File: config.mk
export PLATFORM = sky130hd
export DESIGN_NAME = cpu_top
export DESIGN_NICKNAME = d
export VERILOG_FILES = /design/src/design/cpu_pkg.sv /design/src/design/control_unit.sv /design/src/design/alu.sv /design/src/design/fetch_unit.sv /design/src/design/load_store_unit.sv /design/src/design/bus_arbiter.sv /design/src/design/cpu_core.sv /design/src/design/cpu_top.sv
export SDC_FILE = /design/constraint.sdc
export NUM_CORES = 1
export LEC_CHECK = 0
export BUFFER_PORTS_ARGS = -buffer_cell sky130_fd_sc_hd__buf_2
export CORE_MARGIN = 1
export CORE_UTILIZATION = 42
export DETAILED_ROUTE_END_ITERATION = 16
export HOLD_SLACK_MARGIN = 0.03
export RECOVER_POWER = 25
export SETUP_SLACK_MARGIN = 0.15
export SLEW_MARGIN = 15
export SYNTH_ARGS = -nofsm -noshare
export SYNTH_HDL_FRONTEND = slang
export SYNTH_SLANG_ARGS = --single-unit
File: constraint.sdc
create_clock -name clk -period 5.42 [get_ports clk]
set_clock_uncertainty 0.05 [all_clocks]
set_input_delay 0.542 -clock clk [delete_from_list [all_inputs] [get_ports clk]]
set_output_delay 0.542 -clock clk [all_outputs]
set_load 0.02 [all_outputs]
File: src/design/cpu_pkg.sv
package cpu_pkg;

    localparam int WORD_W = 16;

    typedef logic [WORD_W-1:0] word_t;
    typedef logic [1:0]        reg_idx_t;

    localparam word_t    RESET_PC_DEFAULT = 16'h0000;
    localparam reg_idx_t LINK_REG         = 2'd2;

    // ~~~~~~~~~~~~~~~~~~~~~~~~~~~~~~~~~~~~~~~~~~~~~~~~~~~~~~~~~~~~~~~~~~~~
    // Instruction encoding
    // ~~~~~~~~~~~~~~~~~~~~~~~~~~~~~~~~~~~~~~~~~~~~~~~~~~~~~~~~~~~~~~~~~~~~

    typedef enum logic [3:0] {
        OP_BNE = 4'd0,
        OP_BEQ = 4'd1,
        OP_BGZ = 4'd2,
        OP_BLZ = 4'd3,
        OP_ADI = 4'd4,
        OP_ORI = 4'd5,
        OP_LHI = 4'd6,
        OP_LWD = 4'd7,
        OP_SWD = 4'd8,
        OP_JMP = 4'd9,
        OP_JAL = 4'd10,
        OP_ALU = 4'd15         // Also JPR, JRL and HLT by function code.
    } opcode_e;

    typedef enum logic [5:0] {
        F_ADD = 6'd0,
        F_SUB = 6'd1,
        F_AND = 6'd2,
        F_ORR = 6'd3,
        F_NOT = 6'd4,
        F_TCP = 6'd5,
        F_SHL = 6'd6,
        F_SHR = 6'd7,
        F_JPR = 6'd25,
        F_JRL = 6'd26,
        F_HLT = 6'd29
    } func_e;

    typedef enum logic [2:0] {
        ALU_ADD,
        ALU_SUB,
        ALU_AND,
        ALU_OR,
        ALU_NOT,
        ALU_TCP,
        ALU_SHL,
        ALU_SHR
    } alu_op_e;

    typedef enum logic [1:0] {
        DEST_RD,
        DEST_RT,
        DEST_LINK
    } dest_e;

    typedef struct packed {
        logic    alu_src;      // Second ALU operand is the immediate.
        alu_op_e alu_op;
        logic    reg_write;
        logic    mem_read;
        logic    mem_to_reg;
        logic    mem_write;
        logic    pc_to_reg;
        logic    jump;
        logic    jump_reg;
        logic    branch;
        logic    halt;
        dest_e   dest_sel;
    } ctrl_t;

    // Wishbone classic, one word per cycle.
    typedef struct packed {
        logic  cyc;
        logic  stb;
        logic  we;
        word_t adr;
        word_t dat;
    } wb_req_t;

    typedef struct packed {
        logic  ack;
        word_t dat;
    } wb_rsp_t;

    function automatic opcode_e opcode_of(word_t instr);
        return opcode_e'(instr[15:12]);
    endfunction

    function automatic func_e func_of(word_t instr);
        return func_e'(instr[5:0]);
    endfunction

    function automatic reg_idx_t rs_of(word_t instr);
        return instr[11:10];
    endfunction

    function automatic reg_idx_t rt_of(word_t instr);
        return instr[9:8];
    endfunction

    function automatic reg_idx_t rd_of(word_t instr);
        return instr[7:6];
    endfunction

    function automatic logic [7:0] imm_of(word_t instr);
        return instr[7:0];
    endfunction

endpackage

File: src/design/control_unit.sv
`timescale 1ns/10ps

module control_unit import cpu_pkg::*; (
    input  word_t instr,
    output ctrl_t ctrl
);

    logic    is_rtype;
    logic    is_itype;
    logic    is_load;
    logic    is_store;
    logic    is_branch;
    logic    is_jump;
    logic    is_jreg;
    logic    is_link;
    logic    is_halt;
    alu_op_e op;

    always_comb begin
        is_rtype  = 1'b0;
        is_itype  = 1'b0;
        is_load   = 1'b0;
        is_store  = 1'b0;
        is_branch = 1'b0;
        is_jump   = 1'b0;
        is_jreg   = 1'b0;
        is_link   = 1'b0;
        is_halt   = 1'b0;
        op        = ALU_ADD;
        case (opcode_of(instr))
            OP_ALU: begin
                case (func_of(instr))
                    F_ADD: begin is_rtype = 1'b1; op = ALU_ADD; end
                    F_SUB: begin is_rtype = 1'b1; op = ALU_SUB; end
                    F_AND: begin is_rtype = 1'b1; op = ALU_AND; end
                    F_ORR: begin is_rtype = 1'b1; op = ALU_OR;  end
                    F_NOT: begin is_rtype = 1'b1; op = ALU_NOT; end
                    F_TCP: begin is_rtype = 1'b1; op = ALU_TCP; end
                    F_SHL: begin is_rtype = 1'b1; op = ALU_SHL; end
                    F_SHR: begin is_rtype = 1'b1; op = ALU_SHR; end
                    F_JPR: is_jreg = 1'b1;
                    F_JRL: begin is_jreg = 1'b1; is_link = 1'b1; end
                    F_HLT: is_halt = 1'b1;
                    default: ;
                endcase
            end
            OP_ADI: begin is_itype = 1'b1; op = ALU_ADD; end
            OP_ORI: begin is_itype = 1'b1; op = ALU_OR; end
            OP_LHI: begin is_itype = 1'b1; op = ALU_OR; end     // The core zeroes operand a.
            OP_LWD: begin is_load = 1'b1; op = ALU_ADD; end
            OP_SWD: begin is_store = 1'b1; op = ALU_ADD; end
            OP_BNE, OP_BEQ, OP_BGZ, OP_BLZ: begin
                is_branch = 1'b1;
                op        = ALU_SUB;
            end
            OP_JMP: is_jump = 1'b1;
            OP_JAL: begin is_jump = 1'b1; is_link = 1'b1; end
            default: ;
        endcase
    end

    always_comb begin
        ctrl            = '0;
        ctrl.alu_src    = is_itype | is_load | is_store;
        ctrl.alu_op     = op;
        ctrl.reg_write  = is_rtype | is_itype | is_load | is_link;
        ctrl.mem_read   = is_load;
        ctrl.mem_to_reg = is_load;
        ctrl.mem_write  = is_store;
        ctrl.pc_to_reg  = is_link;
        ctrl.jump       = is_jump;
        ctrl.jump_reg   = is_jreg;
        ctrl.branch     = is_branch;
        ctrl.halt       = is_halt;
        if (is_rtype)
            ctrl.dest_sel = DEST_RD;
        else if (is_link)
            ctrl.dest_sel = DEST_LINK;
        else
            ctrl.dest_sel = DEST_RT;
    end

endmodule

File: src/design/alu.sv
`timescale 1ns/10ps

module alu import cpu_pkg::*; (
    input  alu_op_e op,
    input  word_t   a,
    input  word_t   b,
    output word_t   result,
    output logic    zero,
    output logic    negative
);

    word_t diff;

    assign diff = a - b;

    always_comb begin
        case (op)
            ALU_ADD: result = a + b;
            ALU_SUB: result = diff;
            ALU_AND: result = a & b;
            ALU_OR:  result = a | b;
            ALU_NOT: result = ~a;
            ALU_TCP: result = ~a + 16'd1;
            ALU_SHL: result = {a[14:0], 1'b0};
            ALU_SHR: result = {a[15], a[15:1]};  // Arithmetic, the sign bit stays.
            default: result = '0;
        endcase
    end

    assign zero     = (diff == '0);   // Equality of a and b for BEQ and BNE.
    assign negative = a[15];

endmodule

File: src/design/fetch_unit.sv
`timescale 1ns/10ps

module fetch_unit import cpu_pkg::*; (
    input  logic    clk,
    input  logic    arst_n,
    input  logic    fetch_req,
    input  word_t   fetch_adr,
    output logic    instr_valid,
    output word_t   instr,
    output wb_req_t wb_out,
    input  wb_rsp_t wb_in
);

    logic  busy;
    word_t adr_q;

    always_ff @(posedge clk or negedge arst_n) begin
        if (!arst_n) begin
            busy        <= 1'b0;
            instr_valid <= 1'b0;
        end else begin
            instr_valid <= 1'b0;
            if (!busy && fetch_req) begin
                busy <= 1'b1;
            end else if (busy && wb_in.ack) begin
                busy        <= 1'b0;             // Cycle drops right after ack.
                instr_valid <= 1'b1;
            end
        end
    end

    always_ff @(posedge clk) begin
        if (!busy && fetch_req)
            adr_q <= fetch_adr;
        if (busy && wb_in.ack)
            instr <= wb_in.dat;
    end

    assign wb_out = '{cyc: busy, stb: busy, we: 1'b0, adr: adr_q, dat: '0};

endmodule

File: src/design/load_store_unit.sv
`timescale 1ns/10ps

module load_store_unit import cpu_pkg::*; (
    input  logic    clk,
    input  logic    arst_n,
    input  logic    mem_req,
    input  logic    mem_we,
    input  word_t   mem_adr,
    input  word_t   mem_wdata,
    output logic    mem_done,
    output word_t   mem_rdata,
    output wb_req_t wb_out,
    input  wb_rsp_t wb_in
);

    logic  busy;
    logic  we_q;
    word_t adr_q;
    word_t wdata_q;

    always_ff @(posedge clk or negedge arst_n) begin
        if (!arst_n) begin
            busy     <= 1'b0;
            mem_done <= 1'b0;
        end else begin
            mem_done <= 1'b0;
            if (!busy && mem_req) begin
                busy <= 1'b1;
            end else if (busy && wb_in.ack) begin
                busy     <= 1'b0;
                mem_done <= 1'b1;
            end
        end
    end

    always_ff @(posedge clk) begin
        if (!busy && mem_req) begin
            we_q    <= mem_we;
            adr_q   <= mem_adr;
            wdata_q <= mem_wdata;
        end
        if (busy && wb_in.ack)
            mem_rdata <= wb_in.dat;          // Only meaningful for a read.
    end

    assign wb_out = '{cyc: busy, stb: busy, we: we_q, adr: adr_q, dat: wdata_q};

endmodule

File: src/design/bus_arbiter.sv
`timescale 1ns/10ps

module bus_arbiter import cpu_pkg::*; (
    input  logic    clk,
    input  logic    arst_n,
    input  wb_req_t fetch_bus,
    input  wb_req_t data_bus,
    output wb_rsp_t fetch_rsp,
    output wb_rsp_t data_rsp,
    output wb_req_t mem_bus,
    input  wb_rsp_t mem_rsp
);

    logic grant_data_q;
    logic grant_data;
    logic hold;

    // The owner of the last cycle keeps the port while its cyc stays high.
    always_comb begin
        hold       = grant_data_q ? data_bus.cyc : fetch_bus.cyc;
        grant_data = hold ? grant_data_q : data_bus.cyc;
    end

    always_ff @(posedge clk or negedge arst_n) begin
        if (!arst_n)
            grant_data_q <= 1'b0;
        else
            grant_data_q <= grant_data;
    end

    assign mem_bus = grant_data ? data_bus : fetch_bus;

    // Read data goes to both sides, ack only to the owner.
    assign fetch_rsp = '{ack: mem_rsp.ack & ~grant_data, dat: mem_rsp.dat};
    assign data_rsp  = '{ack: mem_rsp.ack & grant_data, dat: mem_rsp.dat};

endmodule

File: src/design/cpu_core.sv
`timescale 1ns/10ps

module cpu_core import cpu_pkg::*; #(
    parameter word_t RESET_PC = RESET_PC_DEFAULT
) (
    input  logic  clk,
    input  logic  arst_n,
    output logic  fetch_req,
    output word_t fetch_adr,
    input  logic  instr_valid,
    input  word_t instr,
    output logic  mem_req,
    output logic  mem_we,
    output word_t mem_adr,
    output word_t mem_wdata,
    input  logic  mem_done,
    input  word_t mem_rdata
);

    typedef enum logic [2:0] {FETCH, DECODE, EXEC, MEM, WB, HALTED} state_e;

    state_e      state;
    logic        req_sent;
    word_t       pc;
    word_t       ir;
    word_t [3:0] regs;
    word_t       reg_a;
    word_t       reg_b;
    word_t       alu_out;
    word_t       mem_data;

    ctrl_t       ctrl;
    opcode_e     opcode;
    logic        sign_test;
    word_t       imm_ext;
    word_t       alu_a;
    word_t       alu_b;
    word_t       alu_result;
    logic        zero;
    logic        negative;
    logic        take_branch;
    word_t       pc_inc;
    word_t       next_pc;
    word_t       wb_value;
    reg_idx_t    wb_dest;

    control_unit u_ctrl (
        .instr (ir),
        .ctrl  (ctrl)
    );

    alu u_alu (
        .op       (ctrl.alu_op),
        .a        (alu_a),
        .b        (alu_b),
        .result   (alu_result),
        .zero     (zero),
        .negative (negative)
    );

    // ~~~~~~~~~~~~~~~~~~~~~~~~~~~~~~~~~~~~~~~~~~~~~~~~~~~~~~~~~~~~~~~~~~~~
    // Operands, next PC and write-back
    // ~~~~~~~~~~~~~~~~~~~~~~~~~~~~~~~~~~~~~~~~~~~~~~~~~~~~~~~~~~~~~~~~~~~~

    assign opcode    = opcode_of(ir);
    assign sign_test = (opcode == OP_BGZ) || (opcode == OP_BLZ);
    assign pc_inc    = pc + 16'd1;

    always_comb begin
        case (opcode)
            OP_ORI:  imm_ext = {8'h00, imm_of(ir)};
            OP_LHI:  imm_ext = {imm_of(ir), 8'h00};
            default: imm_ext = {{8{ir[7]}}, imm_of(ir)};
        endcase
    end

    assign alu_a = (opcode == OP_LHI) ? '0 : reg_a;
    assign alu_b = ctrl.alu_src ? imm_ext : reg_b;

    always_comb begin
        case (opcode)
            OP_BNE:  take_branch = !zero;
            OP_BEQ:  take_branch = zero;
            OP_BGZ:  take_branch = !negative && !zero;   // reg_b is zero here.
            OP_BLZ:  take_branch = negative;
            default: take_branch = 1'b0;
        endcase
    end

    always_comb begin
        if (ctrl.jump_reg)
            next_pc = reg_a;
        else if (ctrl.jump)
            next_pc = {pc_inc[15:12], ir[11:0]};
        else if (ctrl.branch && take_branch)
            next_pc = pc_inc + imm_ext;
        else
            next_pc = pc_inc;
    end

    always_comb begin
        case (ctrl.dest_sel)
            DEST_RT:   wb_dest = rt_of(ir);
            DEST_LINK: wb_dest = LINK_REG;
            default:   wb_dest = rd_of(ir);
        endcase
    end

    assign wb_value  = ctrl.mem_to_reg ? mem_data : alu_out;
    assign fetch_adr = pc;
    assign mem_adr   = alu_out;
    assign mem_wdata = reg_b;
    assign mem_we    = ctrl.mem_write;

    // ~~~~~~~~~~~~~~~~~~~~~~~~~~~~~~~~~~~~~~~~~~~~~~~~~~~~~~~~~~~~~~~~~~~~
    // Sequencer
    // ~~~~~~~~~~~~~~~~~~~~~~~~~~~~~~~~~~~~~~~~~~~~~~~~~~~~~~~~~~~~~~~~~~~~

    always_ff @(posedge clk or negedge arst_n) begin
        if (!arst_n) begin
            state     <= FETCH;
            req_sent  <= 1'b0;
            pc        <= RESET_PC;
            regs      <= '0;
            fetch_req <= 1'b0;
            mem_req   <= 1'b0;
        end else begin
            fetch_req <= 1'b0;
            mem_req   <= 1'b0;
            case (state)
                FETCH: begin
                    if (!req_sent) begin
                        fetch_req <= 1'b1;
                        req_sent  <= 1'b1;
                    end else if (instr_valid) begin
                        req_sent <= 1'b0;
                        state    <= DECODE;
                    end
                end
                DECODE: state <= EXEC;
                EXEC: begin
                    if (ctrl.halt) begin
                        state <= HALTED;
                    end else begin
                        pc    <= next_pc;
                        state <= (ctrl.mem_read || ctrl.mem_write) ? MEM : WB;
                    end
                end
                MEM: begin
                    if (!req_sent) begin
                        mem_req  <= 1'b1;
                        req_sent <= 1'b1;
                    end else if (mem_done) begin
                        req_sent <= 1'b0;
                        state    <= WB;
                    end
                end
                WB: begin
                    if (ctrl.reg_write)
                        regs[wb_dest] <= wb_value;
                    state <= FETCH;
                end
                HALTED: state <= HALTED;       // No more bus cycles.
                default: state <= FETCH;
            endcase
        end
    end

    always_ff @(posedge clk) begin
        if (state == FETCH && instr_valid)
            ir <= instr;
        if (state == DECODE) begin
            reg_a <= regs[rs_of(ir)];
            reg_b <= sign_test ? '0 : regs[rt_of(ir)];
        end
        if (state == EXEC)
            alu_out <= ctrl.pc_to_reg ? pc_inc : alu_result;    // Link value for JAL and JRL.
        if (state == MEM && mem_done)
            mem_data <= mem_rdata;
    end

endmodule

File: src/design/cpu_top.sv
`timescale 1ns/10ps

module cpu_top import cpu_pkg::*; #(
    parameter word_t RESET_PC = RESET_PC_DEFAULT
) (
    input  logic    clk,
    input  logic    arst_n,
    output wb_req_t mem_bus,
    input  wb_rsp_t mem_rsp
);

    logic    fetch_req;
    word_t   fetch_adr;
    logic    instr_valid;
    word_t   instr;
    logic    mem_req;
    logic    mem_we;
    word_t   mem_adr;
    word_t   mem_wdata;
    logic    mem_done;
    word_t   mem_rdata;
    wb_req_t fetch_bus;
    wb_req_t data_bus;
    wb_rsp_t fetch_rsp;
    wb_rsp_t data_rsp;

    cpu_core #(
        .RESET_PC (RESET_PC)
    ) u_core (
        .clk         (clk),
        .arst_n      (arst_n),
        .fetch_req   (fetch_req),
        .fetch_adr   (fetch_adr),
        .instr_valid (instr_valid),
        .instr       (instr),
        .mem_req     (mem_req),
        .mem_we      (mem_we),
        .mem_adr     (mem_adr),
        .mem_wdata   (mem_wdata),
        .mem_done    (mem_done),
        .mem_rdata   (mem_rdata)
    );

    fetch_unit u_fetch (
        .clk         (clk),
        .arst_n      (arst_n),
        .fetch_req   (fetch_req),
        .fetch_adr   (fetch_adr),
        .instr_valid (instr_valid),
        .instr       (instr),
        .wb_out      (fetch_bus),
        .wb_in       (fetch_rsp)
    );

    load_store_unit u_lsu (
        .clk       (clk),
        .arst_n    (arst_n),
        .mem_req   (mem_req),
        .mem_we    (mem_we),
        .mem_adr   (mem_adr),
        .mem_wdata (mem_wdata),
        .mem_done  (mem_done),
        .mem_rdata (mem_rdata),
        .wb_out    (data_bus),
        .wb_in     (data_rsp)
    );

    bus_arbiter u_arb (
        .clk       (clk),
        .arst_n    (arst_n),
        .fetch_bus (fetch_bus),
        .data_bus  (data_bus),
        .fetch_rsp (fetch_rsp),
        .data_rsp  (data_rsp),
        .mem_bus   (mem_bus),
        .mem_rsp   (mem_rsp)
    );

endmodule

Word-level counts from Yosys, hierarchy flattened
Index checks and enable logic that the tools add are counted.
{ "classes": {"shifts": 0, "n_mux": 61, "addsub": 5, "n_div": 0, "multipliers": 0, "n_lt_le_gt_ge": 4, "bitwise_logic": 12, "n_eq_ne": 39, "n_reduce_logical": 32} }
{ "ops": {"columns": ["operator", "n"], "rows": [
  ["16-bit 2-to-1 mux", 10],
  ["16-bit one-hot mux with 8 select lines", 1],
  ["16-bit binary-select mux with 2-bit select", 2],
  ["64-bit bitwise mux", 1],
  ["35-bit 2-to-1 mux", 1],
  ["16-bit by 1-bit adder with 16-bit output, second input constant", 2],
  ["16-bit adder", 2],
  ["16-bit demux with 2-bit select", 1],
  ["16-bit one-hot mux with 2 select lines", 1],
  ["1-bit 2-to-1 mux", 29],
  ["6-bit by 3-bit equality test with 1-bit output, second input constant", 4],
  ["3-bit one-hot mux with 7 select lines", 1],
  ["3-bit equality test, second input constant", 6],
  ["6-bit by 5-bit equality test with 1-bit output, second input constant", 3],
  ["3-bit 2-to-1 mux", 6],
  ["16-bit AND", 1],
  ["4-bit by 3-bit equality test with 1-bit output, second input constant", 4],
  ["4-bit equality test, second input constant", 4],
  ["16-bit logical NOT", 1],
  ["16-bit NOT", 1],
  ["16-bit bitwise OR", 1],
  ["16-bit subtractor", 1],
  ["3-bit one-hot mux with 5 select lines", 1],
  ["3-bit by 2-bit equality test with 1-bit output, second input constant", 4],
  ["other kinds (31)", 65]
]} }
{ "word_totals": {"register_bits": 252, "mem_count": 0, "romBits": 0, "ramBits": 0, "in_bits": 19, "latchBits": 0, "out_inout_bits": 35, "wordCells": 178} }

Logic depth before layout (Yosys ltp)
{ "logic_depth": {"ltp_word": 15, "depth_mapped": 22, "depth_no_buf": 18} }

Hierarchy
Synthesis repeated with hierarchy kept, for this count alone.
{ "hier_totals": {"cells_unflattened": 1582, "area_unflattened_um2": 16424.5} }
{ "modules_own_cells": {"columns": ["mod", "cells_per_inst", "n_inst", "seq_area_each_um2", "area_per_inst_um2"], "rows": [
  ["cpu_core", 834, 1, 4554.4, 9251.4],
  ["alu", 505, 1, 0.0, 3350.7],
  ["load_store_unit", 59, 1, 1521.5, 1579.0],
  ["fetch_unit", 59, 1, 1011.0, 1192.4],
  ["bus_arbiter", 77, 1, 25.0, 737.0],
  ["control_unit", 48, 1, 0.0, 314.1]
]} }

Worst setup path after synthesis
Ideal clock, no wire load.
{ "synth_path": {"kind": "register to register", "from": "reg u_core.ir[12]", "to": "reg u_core.pc[15] (netlist: u_core.fetch_adr[15])", "slack_ns": 0.295, "required_time_ns": 5.301, "synth_period_minus_slack_ns": 5.125, "stages_incl_launch_ff": 22, "setup_time_ns": 0.069, "n_path_buf": 5, "arrival_time_ns": 5.005, "path_cell_list": "edfxtp_1 > clkbuf_1 > nand4bb_1 > clkbuf_1 > buf_1 > clkbuf_1 > nand2_1 > o21ai_0 > ha_1 > inv_1 > fa_1 > nand2b_4 > a2111oi_4 > o31ai_4 > nor2_2 > o41ai_4 > xnor2_1 > nor4b_4 > mux2_4 > buf_6 > or4_1 > nand3_1"} }
{ "synth_via": {"elab_chain_cells": 15, "elab_cells_between_ends": 40, "cone_classes": "2 x add/sub; 11 x eq/ne; 14 x mux; 3 x bitwise; 10 x reduce/logical"} }
{ "synth_rtl": {"columns": ["item", "line_no", "source"], "rows": [
  ["start, declared", "cpu_core.sv:25", "word_t ir;"],
  ["start signal, assigned", "cpu_core.sv:171", "ir <= instr;"],
  ["4-bit by 3-bit equality test with 1-bit output (on tied branches)", "control_unit.sv:30, cpu_core.sv:70, cpu_core.sv:77", null],
  ["3-bit OR reduction (no line)", null, null],
  ["1-bit 2-to-1 mux", "control_unit.sv:30", "case (opcode_of(instr))"],
  ["1-bit bitwise OR (2 in a row)", "control_unit.sv:64", "ctrl.alu_src = is_itype | is_load | is_store;"],
  ["16-bit 2-to-1 mux", "cpu_core.sv:78", "assign alu_b = ctrl.alu_src ? imm_ext : reg_b;"],
  ["16-bit subtractor", "alu.sv:14", "assign diff = a - b;"],
  ["16-bit logical NOT", "alu.sv:30", "assign zero = (diff == '0);"],
  ["1-bit logical NOT", "cpu_core.sv:82, cpu_core.sv:84", null],
  ["1-bit logical AND", "cpu_core.sv:84", "OP_BGZ: take_branch = !negative && !zero;"],
  ["1-bit one-hot mux with 4 select lines", "cpu_core.sv:81", "case (opcode)"],
  ["1-bit logical AND", "cpu_core.sv:95", "else if (ctrl.branch && take_branch)"],
  ["16-bit 2-to-1 mux", "cpu_core.sv:95", null],
  ["16-bit 2-to-1 mux", "cpu_core.sv:93", "else if (ctrl.jump)"],
  ["16-bit 2-to-1 mux", "cpu_core.sv:91", "if (ctrl.jump_reg)"],
  ["end signal, assigned", "cpu_core.sv:145", "pc <= next_pc;"],
  ["end, declared", "cpu_core.sv:24", "word_t pc;"]
]} }
Parallel ways exist; a longest one is shown, timed or not.
A chain may end at the register's enable or synchronous reset.

Worst setup path in the final report
{ "layout_path": {"from": "reg u_core.ir[15]", "to": "reg u_core.pc[15] (netlist: u_core.fetch_adr[15])"} }
Same word-level chain as after synthesis.

==> impl_metrics.tcl <==
set metrics [dict create \
    status "finished, violations left" \
    violations "capacitance limit, slew limit" \
    fin_cells 1906 \
    antenna_left 0 \
    synth_edf_count 161 \
    worstPathArrival_ps 5500 \
    ys_ff_latch 252 \
    syn_avg_cell_area_um2 10.7 \
    min_path_type "primary input to register" \
    final_common_cell "edfxtp_1" \
    crit_type "register to register" \
    crit_path_end_kind "register" \
    max-vdd-ir-drop_mv 0.326 \
    power_frac_comb_pct 46.1 \
    die_w_um 189 \
    fmax_mhz 197 \
    required_ps 5850 \
    via_count 11200 \
    antenna_found_initial 2 \
    cp_slowest_cell "or4_1" \
    wire_per_inst_um 23.7 \
    final_nets 1518 \
    portBuffers 53 \
    antenna_cells 0 \
    chipHeight_um 189 \
    grt-ovfl-total 0 \
    clk_pin_slew_ps 70 \
    fin_hold_ws_ps 132 \
    cts_tree "built" \
    initial_core_util_pct 42.7 \
    power_density_nw_per_um2 541 \
    grt_pass1_vias 10800 \
    grt_max_degree 69 \
    cts_setup_buffers 0 \
    cp_top_family "simple AND/OR/NAND/NOR gates" \
    ys_warn_count 0 \
    swShare_pct 41.4 \
    postPlaceCellArea_um2 15600 \
    clock_power_share_pct 19.2 \
    switching_power_mw 3.69 \
    p_leak_nw 6.78 \
    ios 54 \
    drc 0 \
    maxSlewViolCount 25 \
    intPower_mw 5.23 \
    drive_gt1_share_pct 14.8 \
    final_hold_viol_count 0 \
    clk_latency_ps 540 \
    min_period_ps 5070 \
    place.detailed.hpwl_um 33800 \
    slowest_delay_ps 500 \
    rsz0062_at_grt "false" \
    crit_chain "nor2b_1, nand2_1, o21ai_0, nand2b_1, nand2_1, mux2_2, inv_1, ha_1, nor4_1, buf_4, nor4_1, a311o_1, nor3b_2, nand3_1, nor4b_4, mux2_4, or4_1, nand3_1" \
    grt_pass1_wl_um 68300 \
    tightest_slew_ps 1660 \
    finalSetupTns_ps 0 \
    clock-sinks 252 \
    syn-cell-area_um2 14800 \
    final_util_pct 47.7 \
    dieArea_um2 35900 \
    grt_usage_pct 25.3 \
    synth_cells 1382 \
    yosysSeqAreaShare_pct 48.2 \
    period_share_pct 93.5 \
    avgViaCountPerCell 5.87 \
    cts_max_level 1 \
    yosys.area.top_type "edfxtp_1" \
    timing.critical_path.buf_inv 2 \
    synth_top_area_share_pct 32.8 \
    numPlacedInstances 1856 \
    yosysUniqueCellTypes 86 \
    pwr-share-seq_pct 34.8 \
    numCtsBuffers 26 \
    fp.coreArea_um2 34500 \
    wl_met3_um 2760 \
    syn_nets 1469 \
    setup_violations 0 \
    slew_headroom_pct -10.8 \
    area_delta_synth_final_pct 11.7 \
    routed_wl_um 45200 \
    final_cell_area_um2 16500 \
    path_max_fanout 17 \
    ys.flop_type "edfxtp_1" \
    num_rows 68 \
    clock_path_buffers 3 \
    async_reset_ff_share_pct 36.1 \
    gp_congestion 0.928 \
    wl_met2_um 20800 \
    max_cap_viol_count 1 \
    layout_common_cells "161 x edfxtp_1, 152 x nand2_1, 100 x nor2_1" \
    topRoutingLayerUsed "met4" \
    ys_top_cells_by_area "edfxtp_1 33%, dfrtp_1 15%, ha_1 5.5%" \
    cts_root_buffer "clkbuf_16" \
    firstDrtPassIters 8 \
    start_kind "register" \
    wirelength_met1_um 20000 \
    drt-initial-drc-count 1177 \
]
==> metal layers <==
| layer | vias up | track usage [%] |
|---|---|---|
| li1 | 5164 | - |
| met1 | 5483 | 35.7 |
| met2 | 456 | 40.0 |
| met3 | 85 | 3.35 |
| met4 | 0 | 9.09 |
| met5 | - | 0 |
==> timing repair <==
action,4_1_cts,5_1_grt
endpoints found under the hold margin,23,0
hold buffers,1,0
resized for setup,0,5
setup endpoints to repair,0,7
==> power by group through the flow <==
| stage | Sequential, mW | Clock [mW] | Combinational, mW |
|---|---|---|---|
| finish | 3.10 | 1.71 | 4.11 |
| global placement | 3.11 | 0 | 4.02 |
| detailed placement | 3.12 | 0 | 4.02 |
| CTS | 3.09 | 1.74 | 4.06 |
| floorplan | 2.87 | 0 | 2.93 |
| global route | 3.14 | 1.81 | 4.47 |
==> through the flow <==
| step | setup WS, ps | total power [mW] |
|---|---|---|
| 2_1_floorplan | 295 | 5.80 |
| 3_3_place_gp | 431 | 7.13 |
| 3_5_place_dp | 412 | 7.14 |
| 4_1_cts | 380 | 8.89 |
| 5_1_grt | 156 | 9.43 |
| 6_report | 351 | 8.92 |
==> sequential cells by signal (all words and copies together), names as in the netlist, 3 cells and up <==
register and count:
u_lsu.mem_rdata 16, u_core.regs 64, u_core.mem_adr 16, u_lsu.wdata_q 16
u_fetch.instr 16, u_lsu.adr_q 16, u_core.reg_a 16, u_fetch.adr_q 16
u_core.state 3, u_core.mem_data 16, u_core.mem_wdata 16, u_core.fetch_adr 16
u_core.ir 16
==> cell usage after synthesis (11+ instances only) <==
master and number:
a21oi_1 74, xor2_1 17, nor2b_1 31, mux2_2 22, clkbuf_1 56, o211ai_1 14, nand2_1 152, ha_1 65
nand2b_1 11, nor2_1 101, edfxtp_1 161, nand3_1 31, nor3_1 23, a221oi_1 11, o221ai_1 15, mux2i_1 28
o21ai_0 99, mux4_2 32, inv_1 69, xnor2_1 37, and2_1 29, o22ai_1 14, dfrtp_1 91, and3_1 18
==> path summary, 6_finish.rpt <==
path                                  startpoint                   end  slack, ps  cells after the start
max in group asynchronous                 arst_n       u_core.regs[52]       2740                      3
worst max-delay path               u_core.ir[15]  u_core.fetch_adr[15]        350                     18
worst max register to register     u_core.ir[15]  u_core.fetch_adr[15]        350                     18
worst min register to register  u_fetch.instr[8]          u_core.ir[8]        360                      0
worst min-delay path                  mem_rsp[0]    u_lsu.mem_rdata[0]        130                      1
min in group asynchronous                 arst_n            u_lsu.busy        900                      2
==> layout make-up <==
class / instances / area, um2
Clock buffer: 35 / 706
Tap cell: 455 / 569
Timing Repair Buffer: 94 / 596
Multi-Input combinational cell: 988 / 7140
Clock inverter: 13 / 111
Inverter: 69 / 259
Sequential cell: 252 / 7110
Fill cell: 3245 / 18100
==> cell families (layout without fill, tap and decap cells) <==
group / Yosys count / count (layout) / synth area share (%)
mux: 87 / 87 / 8.89
buf+inv: 142 / 211 / 3.91
compound gates: 336 / 336 / 15.1
simple gates: 442 / 442 / 14.6
flops: 252 / 252 / 48.2
xor+xnor: 55 / 55 / 3.39
fa+ha+maj: 68 / 68 / 5.92
Power figures use the tool's default switching activity.
